<file path="config.mk">
export PLATFORM = sky130hd
export DESIGN_NAME = out_mem_unit_flat
export DESIGN_NICKNAME = d
export VERILOG_FILES = /design/src/stream_pkg.sv /design/src/mem_port_if.sv /design/src/addr_gen.sv /design/src/out_mem_unit.sv /design/src/flat_wrapper.sv
export SDC_FILE = /design/constraint.sdc
export NUM_CORES = 1
export LEC_CHECK = 0
export BUFFER_PORTS_ARGS = -buffer_cell sky130_fd_sc_hd__buf_4
export CAP_MARGIN = 20
export CORE_ASPECT_RATIO = 0.6
export CORE_UTILIZATION = 25
export CTS_BUF_LIST = sky130_fd_sc_hd__clkbuf_8
export DETAILED_ROUTE_END_ITERATION = 10
export GPL_ROUTABILITY_DRIVEN = 1
export REMOVE_ABC_BUFFERS = 1
export SYNTH_ARGS = -nofsm -noshare
export SYNTH_HDL_FRONTEND = slang
export SYNTH_SLANG_ARGS = --single-unit
</file>
<file path="constraint.sdc">
create_clock -name clk -period 2.75 [get_ports clk]
set_input_delay 0.55 -clock clk [delete_from_list [all_inputs] [get_ports clk]]
set_output_delay 0.55 -clock clk [all_outputs]
set_load 0.02 [all_outputs]
</file>
<file path="src/stream_pkg.sv">
package stream_pkg;

   // stored and streamed word
   localparam int DATA_W = 32;

   // word address, 1024-word memory
   localparam int ADDR_W = 10;

   // period and duty counts
   localparam int PERIOD_W = 10;

   // start delay count
   localparam int DELAY_W = 7;

   // one write strobe per byte lane
   localparam int STRB_W = DATA_W / 8;

   // run configuration, captured by the address generator on an accepted run
   typedef struct packed {
      // number of periods in the run
      logic [ADDR_W-1:0]   iter;
      // cycles per period
      logic [PERIOD_W-1:0] per;
      // leading cycles of each period that issue a read
      logic [PERIOD_W-1:0] duty;
      // address of the first read
      logic [ADDR_W-1:0]   start;
      // base step between periods
      logic [ADDR_W-1:0]   shift;
      // address step inside a period
      logic [ADDR_W-1:0]   incr;
      // idle cycles between run and the first address
      logic [DELAY_W-1:0]  delay;
   } gen_cfg_t;

endpackage

</file>
<file path="src/mem_port_if.sv">
`timescale 1ns/1ps

interface mem_port_if import stream_pkg::*; ();

   // write side, registered host writes
   logic [ADDR_W-1:0] wr_addr;
   logic              wr_en;
   logic [DATA_W-1:0] wr_data;

   // read side, driven by the address generator
   logic [ADDR_W-1:0] rd_addr;
   logic              rd_en;
   logic [DATA_W-1:0] rd_data;

   modport unit (
      output wr_addr,
      output wr_en,
      output wr_data,
      output rd_addr,
      output rd_en,
      input  rd_data
   );

   modport ram (
      input  wr_addr,
      input  wr_en,
      input  wr_data,
      input  rd_addr,
      input  rd_en,
      output rd_data
   );

endinterface

</file>
<file path="src/addr_gen.sv">
`timescale 1ns/1ps

module addr_gen import stream_pkg::*; (
   input  logic              clk,
   input  logic              rst,
   input  logic              start_i,
   input  gen_cfg_t          cfg_i,
   output logic              rd_en_o,
   output logic [ADDR_W-1:0] rd_addr_o,
   output logic              done_o
);

   typedef enum logic [1:0] {
      st_idle,
      st_delay,
      st_walk
   } state_t;

   state_t              state_q;
   gen_cfg_t            cfg_q;
   logic [DELAY_W-1:0]  delay_cnt_q;
   logic [ADDR_W-1:0]   iter_cnt_q;
   logic [PERIOD_W-1:0] per_cnt_q;
   logic [ADDR_W-1:0]   base_q;
   logic [ADDR_W-1:0]   addr_q;
   logic                done_q;

   logic                accept;
   logic                empty;
   logic                per_last;
   logic                iter_last;
   logic [ADDR_W-1:0]   next_base;

   // a run pulse only counts while idle
   assign accept = start_i && (state_q == st_idle);

   // zero iterations or zero period length walk a single silent cycle
   assign empty     = (cfg_q.iter == '0) || (cfg_q.per == '0);
   assign per_last  = per_cnt_q == cfg_q.per - 1'b1;
   assign iter_last = iter_cnt_q == cfg_q.iter - 1'b1;
   assign next_base = base_q + cfg_q.shift;

   // configuration stays fixed for the whole run
   always_ff @(posedge clk) begin
      if (accept) begin
         cfg_q <= cfg_i;
      end
   end

   always_ff @(posedge clk or posedge rst) begin
      if (rst) begin
         state_q     <= st_idle;
         delay_cnt_q <= '0;
         iter_cnt_q  <= '0;
         per_cnt_q   <= '0;
         base_q      <= '0;
         addr_q      <= '0;
         done_q      <= 1'b1;
      end else begin
         case (state_q)
            st_idle: begin
               if (accept) begin
                  done_q      <= 1'b0;
                  delay_cnt_q <= cfg_i.delay - 1'b1;
                  iter_cnt_q  <= '0;
                  per_cnt_q   <= '0;
                  base_q      <= cfg_i.start;
                  addr_q      <= cfg_i.start;
                  state_q     <= (cfg_i.delay == '0) ? st_walk : st_delay;
               end
            end
            st_delay: begin
               // leaves at edge run+delay
               if (delay_cnt_q == '0) begin
                  state_q <= st_walk;
               end else begin
                  delay_cnt_q <= delay_cnt_q - 1'b1;
               end
            end
            st_walk: begin
               if (empty || (per_last && iter_last)) begin
                  done_q  <= 1'b1;
                  state_q <= st_idle;
               end else if (per_last) begin
                  // next iteration restarts from the shifted base
                  per_cnt_q  <= '0;
                  iter_cnt_q <= iter_cnt_q + 1'b1;
                  base_q     <= next_base;
                  addr_q     <= next_base;
               end else begin
                  per_cnt_q <= per_cnt_q + 1'b1;
                  addr_q    <= addr_q + cfg_q.incr;
               end
            end
            default: begin
               state_q <= st_idle;
            end
         endcase
      end
   end

   // duty gates the leading cycles of each period
   assign rd_en_o   = (state_q == st_walk) && !empty && (per_cnt_q < cfg_q.duty);
   assign rd_addr_o = addr_q;
   assign done_o    = done_q;

endmodule

</file>
<file path="src/out_mem_unit.sv">
`timescale 1ns/1ps

module out_mem_unit import stream_pkg::*; (
   input  logic              clk,
   input  logic              rst,
   input  logic              running_i,
   input  logic              run_i,
   input  logic              disabled_i,
   output logic              done_o,
   input  logic [STRB_W-1:0] wstrb_i,
   input  logic [ADDR_W-1:0] addr_i,
   input  logic [DATA_W-1:0] wdata_i,
   input  logic              valid_i,
   input  gen_cfg_t          cfg_i,
   output logic [DATA_W-1:0] out_o,
   mem_port_if.unit          mem
);

   logic              gen_start;
   logic              gen_en;
   logic [ADDR_W-1:0] gen_addr;

   logic [ADDR_W-1:0] wr_addr_q;
   logic [DATA_W-1:0] wr_data_q;
   logic              wr_en_q;
   logic [DATA_W-1:0] out_q;

   // a disabled unit ignores run
   assign gen_start = run_i && !disabled_i;

   addr_gen u_gen (
      .clk       (clk),
      .rst       (rst),
      .start_i   (gen_start),
      .cfg_i     (cfg_i),
      .rd_en_o   (gen_en),
      .rd_addr_o (gen_addr),
      .done_o    (done_o)
   );

   // host write payload, one cycle ahead of the memory
   always_ff @(posedge clk) begin
      wr_addr_q <= addr_i;
      wr_data_q <= wdata_i;
   end

   // any strobe writes the full word
   always_ff @(posedge clk or posedge rst) begin
      if (rst) begin
         wr_en_q <= 1'b0;
      end else begin
         wr_en_q <= valid_i && (|wstrb_i);
      end
   end

   assign mem.wr_addr = wr_addr_q;
   assign mem.wr_data = wr_data_q;
   assign mem.wr_en   = wr_en_q;

   assign mem.rd_addr = gen_addr;
   assign mem.rd_en   = gen_en;

   // output stage, reloads every cycle
   always_ff @(posedge clk or posedge rst) begin
      if (rst) begin
         out_q <= '0;
      end else begin
         out_q <= mem.rd_data;
      end
   end

   assign out_o = running_i ? out_q : '0;

endmodule

</file>
<file path="src/flat_wrapper.sv">
// flat-port wrapper written by rule: the top's interface ports become plain ports
module out_mem_unit_flat import stream_pkg::*;
  (clk, rst, running_i, run_i, disabled_i, done_o, wstrb_i, addr_i, wdata_i, valid_i, cfg_i, out_o, mem_wr_addr, mem_wr_en, mem_wr_data, mem_rd_addr, mem_rd_en, mem_rd_data);
  mem_port_if mem_i ();
  input  logic clk;
  input  logic rst;
  input  logic running_i;
  input  logic run_i;
  input  logic disabled_i;
  output logic done_o;
  input  logic [STRB_W-1:0] wstrb_i;
  input  logic [ADDR_W-1:0] addr_i;
  input  logic [DATA_W-1:0] wdata_i;
  input  logic valid_i;
  input  gen_cfg_t cfg_i;
  output logic [DATA_W-1:0] out_o;
  output wire logic [$bits(mem_i.wr_addr)-1:0] mem_wr_addr;
  output wire logic [$bits(mem_i.wr_en)-1:0] mem_wr_en;
  output wire logic [$bits(mem_i.wr_data)-1:0] mem_wr_data;
  output wire logic [$bits(mem_i.rd_addr)-1:0] mem_rd_addr;
  output wire logic [$bits(mem_i.rd_en)-1:0] mem_rd_en;
  input wire logic [$bits(mem_i.rd_data)-1:0] mem_rd_data;
  assign mem_wr_addr = mem_i.wr_addr;
  assign mem_wr_en = mem_i.wr_en;
  assign mem_wr_data = mem_i.wr_data;
  assign mem_rd_addr = mem_i.rd_addr;
  assign mem_rd_en = mem_i.rd_en;
  assign mem_i.rd_data = mem_rd_data;
  out_mem_unit u_core (.clk(clk), .rst(rst), .running_i(running_i), .run_i(run_i), .disabled_i(disabled_i), .done_o(done_o), .wstrb_i(wstrb_i), .addr_i(addr_i), .wdata_i(wdata_i), .valid_i(valid_i), .cfg_i(cfg_i), .out_o(out_o), .mem(mem_i));
endmodule
</file>
* Word level (Yosys, flattened, before mapping)
Cells that the tools add are included.
** Word-level totals
- Bits in registers :: 175
- Input bits :: 151
- Output and inout port bits :: 87
- Logic and storage cells :: 84
** Operators by class
- Add/subtract/negate cells :: 8
- $lt $le $gt $ge :: 1
- Equality and inequality tests :: 10
- Muxes and demuxes :: 26
- Reductions and logical operators :: 23
** Operator list (number)
- two-way mux 10 bit :: 10
- one-hot mux 10 bit (2 select lines) :: 4
- two-way mux 32 bit :: 1
- adder 10 x 1 -> 10 bit (second input constant) :: 2
- adder 10 bit :: 2
- equality test 10 bit :: 2
- zero test 10 bit :: 2
- subtractor 10 x 1 -> 10 bit (second input constant) :: 2
- zero test 7 bit :: 2
- two-way mux 7 bit :: 2
- one-hot mux 7 bit (2 select lines) :: 1
- subtractor 7 x 1 -> 7 bit (second input constant) :: 2
- inequality test 2 bit (second input constant) :: 6
- AND reduction 3 bit :: 4
- < comparator 10 bit :: 1
- two-way mux 2 bit :: 4
- logical AND 1 bit :: 6
- one-hot mux 2 bit (3 select lines) :: 1
- AND reduction 4 bit :: 1
- nonzero test 2 bit :: 2
- OR reduction 4 bit :: 1
- equality test 2 x 1 -> 1 bit (second input constant) :: 1
- equality test 2 bit (second input constant) :: 1
- zero test 1 bit :: 2
- other kinds (4) :: 6

* Longest topological paths before layout
- Word-level depth :: 6
- Depth in mapped cells :: 13

* Hierarchy
Synthesis repeated with hierarchy kept, for this count alone.
** Unflattened totals
- Cells, all modules :: 695
- Area total of the unflattened synthesis :: 7806.2 um^2
** Modules (own cells, without submodules)
- addr_gen :: times used 1, cells an instance 582, area an instance 5903.2 um^2, sequential area each 2753.9 um^2
- out_mem_unit :: times used 1, cells an instance 113, area an instance 1903.1 um^2, sequential area each 1666.6 um^2

* Worst setup path before layout
OpenSTA, ideal clock, no wires.
- Path kind :: input -> register
- From :: in disabled_i
- To :: reg u_core.u_gen.addr_q[1], in the netlist u_core.u_gen.rd_addr_o[1]
- Data arrival time :: 2932 ps
- Required time :: 2668 ps
- Slack :: -264 ps
- Cell stages on the path :: 9
- Cell sequence :: inv_1 nand3_1 or2_2 clkinv_1 nor2_1 nor3_4 buf_4 a32o_1 a31oi_1
** Between the ends
- Longest elaborated chain between the ends :: 5
** RTL lines
- start, declared :: RTL line flat_wrapper.sv:9 : input logic disabled_i;
- zero test 1 bit :: RTL line out_mem_unit.sv:29 : assign gen_start = run_i && !disabled_i;
- logical AND 1 bit :: RTL line out_mem_unit.sv:29
- logical AND 1 bit :: RTL line addr_gen.sv:35 : assign accept = start_i && (state_q == st_idle);
- named net u_core.u_gen.accept :: RTL line addr_gen.sv:28 : logic accept;
- inequality test 2 bit (no source line)
- AND reduction 3 bit (no source line)
- end signal, assigned :: RTL line addr_gen.sv:68 : addr_q <= cfg_i.start;
- end signal, assigned :: RTL line addr_gen.sv:89 : addr_q <= next_base;
- end signal, assigned :: RTL line addr_gen.sv:92 : addr_q <= addr_q + cfg_q.incr;
- end, declared :: RTL line addr_gen.sv:25 : logic [ADDR_W-1:0] addr_q;
The timed path passes the listed nets, and every way through them passes these cells.
A chain may end at the register's enable or synchronous reset.

* Worst setup path in the final report
- From :: reg u_core.u_gen.cfg_q[48] in the netlist's numbering
- To :: out mem_rd_en
** Between the ends
- Longest elaborated chain between the ends :: 5
** RTL lines
- start, declared :: RTL line addr_gen.sv:20 : gen_cfg_t cfg_q;
- start signal, assigned :: RTL line addr_gen.sv:46 : cfg_q <= cfg_i;
- zero test 10 bit :: RTL line addr_gen.sv:38 : assign empty = (cfg_q.iter == '0) || (cfg_q.per == '0);
- logical OR 1 bit :: RTL line addr_gen.sv:38
- zero test 1 bit :: RTL line addr_gen.sv:103 : assign rd_en_o = (state_q == st_walk) && !empty && (per_cnt_q < cfg_q.duty);
- logical AND 1 bit (2 in series) :: RTL line addr_gen.sv:103
- end, declared :: RTL line flat_wrapper.sv:21 : output wire logic [$bits(mem_i.rd_en)-1:0] mem_rd_en;
No other way between the ends.

==> flow_metrics.py <==
metrics = {
    "critical_path": {
        "cp_max_fo": 2,
        "start_kind": "flip-flop",
        "r2r_start": "u_core.u_gen.cfg_q[48]",
        "crit_arrival_ps": 2280,
        "crit_required_ps": 2200,
        "crit_start": "u_core.u_gen.cfg_q[48]",
        "worstSetupPathType": "reg2out",
        "reg2reg_depth": 13,
        "end_kind": "output pin",
        "worstReg2RegEnd": "u_core.u_gen.iter_cnt_q[9]",
        "r2r_setup_slack_ps": 60,
    },
    "synthesis": {
        "ys_top_cells_by_area": "dfrtp_1 (26%), edfxtp_1 (19%), dfxtp_1 (11%), ha_1 (5.3%), and2_1 (3.1%)",
        "postSynthCellCount": 712,
        "yosys_register_bits": 175,
        "synth_edf_count": 50,
        "synth_cell_type_count": 70,
        "synth_ff_type": "dfrtp_1",
        "synth_top_area_share_pct": 26.10,
        "syn_area_sq_um": 7861,
        "synth_area_per_cell_sq_um": 11.04,
        "async_reset_ff_share_pct": 47.43,
        "synth_area_leader_cell": "dfrtp_1",
        "ys_warn_count": 0,
        "ys_seq_area_share_pct": 56.23,
    },
    "drt": {
        "vias_per_cell": 4.469,
        "drc": 0,
        "drt_wl_total_mm": 22.14,
        "num_vias": 6324,
        "drtAntennaViolNets": 0,
        "drtIter0Drc": 320,
        "wire_per_inst_um": 15.65,
        "first_pass_iters": 4,
    },
    "clocking": {
        "cts_sinks": 175,
        "insertion_delay_ps": 500,
        "cts_buffer_depth": 2,
        "postCtsHoldBufs": 0,
        "cts_tree": "done",
        "cts_made_buffers": 17,
        "root_buffer": "clkbuf_8",
        "h-tree-depth": 4,
        "clk_pin_slew_worst_paths_ps": 110,
    },
    "floorplan": {
        "row_count": 49,
        "die_h_um": 139.4,
        "io_pins": 238,
        "fp.coreArea_sq_um": 30410,
        "die_area_sq_um": 32180,
        "initial_utilization_pct": 25.85,
        "die_width_um": 230.9,
    },
    "sta": {
        "tns_ps": -78.30,
        "rsz0062_at_grt": "true",
        "fin_ws_ps": -78.30,
        "hold_violations": 0,
        "slew_viol_final": 0,
        "skew_ps": 13.62,
        "min_period_over_period_pct": 102.8,
        "setup_viol": 1,
        "period_minus_slack_ps": 2828,
        "fmax_mhz": 353.6,
        "tightest_slew_ps": 749.4,
        "slew_headroom_pct": 49.86,
    },
    "layout": {
        "syn2layout_area_growth_pct": 41.19,
        "layout_common_cells": "buf_4 (277), dfrtp_1 (79), nand2_1 (59)",
        "final-seq-area_sq_um": 4424,
        "layout.cells.non_filler": 1415,
        "multi_input_comb_area_sq_um": 3373,
        "final_area_sq_um": 11100,
        "nFillCells": 3102,
        "layout_commonest_cell": "buf_4",
        "antenna-diode-count": 0,
        "num-nets-final": 1180,
        "drive_above_1_share_pct": 37.04,
    },
    "grt": {
        "grt_max_degree": 84,
        "grt_pass1_vias": 6287,
        "antenna_found_initial": 0,
        "grt_pass1_wl_mm": 34.49,
        "grt_use_total_pct": 14.07,
        "grt-ovfl-total": 0,
    },
    "power": {
        "peakVddDrop_v": 0.0003223,
        "power_density_nw_per_um2": 847.8,
        "power_frac_comb_pct": 42.7,
        "p_int_uw": 5787,
        "power.leakage_uw": 0.004969,
        "p_sw_uw": 3622,
        "switching_share_pct": 38.50,
        "sequentialPowerShare_pct": 37.3,
        "power_frac_clock_pct": 20.1,
    },
    "worst_hold_path": {
        "holdCritStartpoint": "wdata_i[1]",
        "min_to": "u_core.mem.wr_data[1]",
        "holdPathStages": 1,
        "hold_class": "in2reg",
    },
    "placement": {
        "place_inst": 1366,
        "gp_congestion": 0.8279,
        "place_hpwl_mm": 16.28,
        "place_area_sq_um": 10360,
        "port_buffers": 237,
    },
    "job": {
        "cap_violations": 0,
    },
    "outcome": {
        "status": "finished with violations",
        "violations": "setup timing",
    },
}
-- cells by family after synthesis --
logic type	synth area share [%]
mux	2.292
simple gates	16.01
xor+xnor	4.679
compound gates	12.27
buf+inv	2.753
flops	56.23
fa+ha+maj	5.762
-- cells in the mapped netlist, drive strengths merged (4+ instances only) --
library cell and count:
dfrtp 82, a211oi 4, mux2 8, a31oi 12, buf 8, dfxtp 42
nor2 51, and2 39, inv 28, nand3 18, mux2i 9, or2 5
nand2b 8, a21oi 46, nand2 60, a21o 4, o31ai 5, o21bai 5
edfxtp 50, o21a 7, xor2 18, nor3b 4, nor3 17, ha 33
xnor2 24, clkbuf 17, and3 11, o21ai 23, nand4 8, or3 8
o211ai 8
-- how the worst max path moves through the flow --
stage,slack (ps),end
after detailed placement,-40,u_core.u_gen.iter_cnt_q[9]
after global routing,-200,mem_rd_en
final,-80,mem_rd_en
after global placement,30,u_core.u_gen.iter_cnt_q[9]
after floorplan,-670,u_core.u_gen.rd_addr_o[0]
after CTS,-140,mem_rd_en
-- final cells by class --
cell class | count | area share (%)
repair buffers | 288 | 20.47
multi-input cells | 483 | 30.39
inverters | 29 | 0.9920
clock buffers | 17 | 2.108
flip-flops and latches | 175 | 39.86
well taps | 408 | 4.599
clock inverters | 15 | 1.578
-- routing by layer --
| layer | GRT usage, % | vias to the layer above | part of all wire (%) |
|---|---|---|---|
| met5 | 0 | - | 0 |
| met4 | 2.998 | 0 | 0.74 |
| met1 | 20.59 | 3048 | 50 |
| met2 | 20.21 | 159 | 43 |
| li1 | - | 3105 | - |
| met3 | 4.180 | 12 | 5.6 |
-- registers in the layout, summed over array words and instances, names as in the netlist --
name                      cells
u_core.u_gen.cfg_q           50
u_core.mem.wr_data           32
u_core.out_q                 32
u_core.mem.wr_addr           10
u_core.u_gen.base_q          10
u_core.u_gen.iter_cnt_q      10
u_core.u_gen.per_cnt_q       10
u_core.u_gen.rd_addr_o       10
u_core.u_gen.delay_cnt_q      7
u_core.u_gen.state_q          2
u_core.mem.wr_en              1
u_core.u_gen.done_o           1
-- per-stage QoR --
stage               util [%]  setup slack [ps]  power [uW]  hold WS, ps
floorplan                  -            -669.6        5840        469.8
global placement       34.08             27.57        7207        491.9
detailed placement     34.08            -38.97        7263        488.3
CTS                    36.12            -135.1        9453        95.94
global route           36.50            -195.2       10100        79.78
finish                 36.50            -78.30        9410        144.0
-- worst max-delay path, cell delays in order, from the launching register on --
cell,delay [ps]
edfxtp_1,380
inv_2,50
ha_4,150
buf_6,110
and4b_2,260
a32oi_2,250
and2_4,220
nand2_1,40
a31oi_1,150
buf_4,170
-- power groups by stage --
| stage | registers, uW | clock network (uW) | logic, uW |
|---|---|---|---|
| finish | 3510 | 1890 | 4020 |
| global placement | 3560 | 0 | 3650 |
| global route | 3560 | 2090 | 4460 |
| floorplan | 3570 | 0 | 2270 |
| CTS | 3510 | 1980 | 3970 |
| detailed placement | 3560 | 0 | 3710 |
-- repair_timing --
item / CTS / global route
pin swaps: 19 / 14
gates resized for setup: 33 / 13
endpoints found under the setup margin: 7 / 41
gates cloned: 1 / 0
buffers inserted: 9 / 8
(Power assumes the default switching activity.)
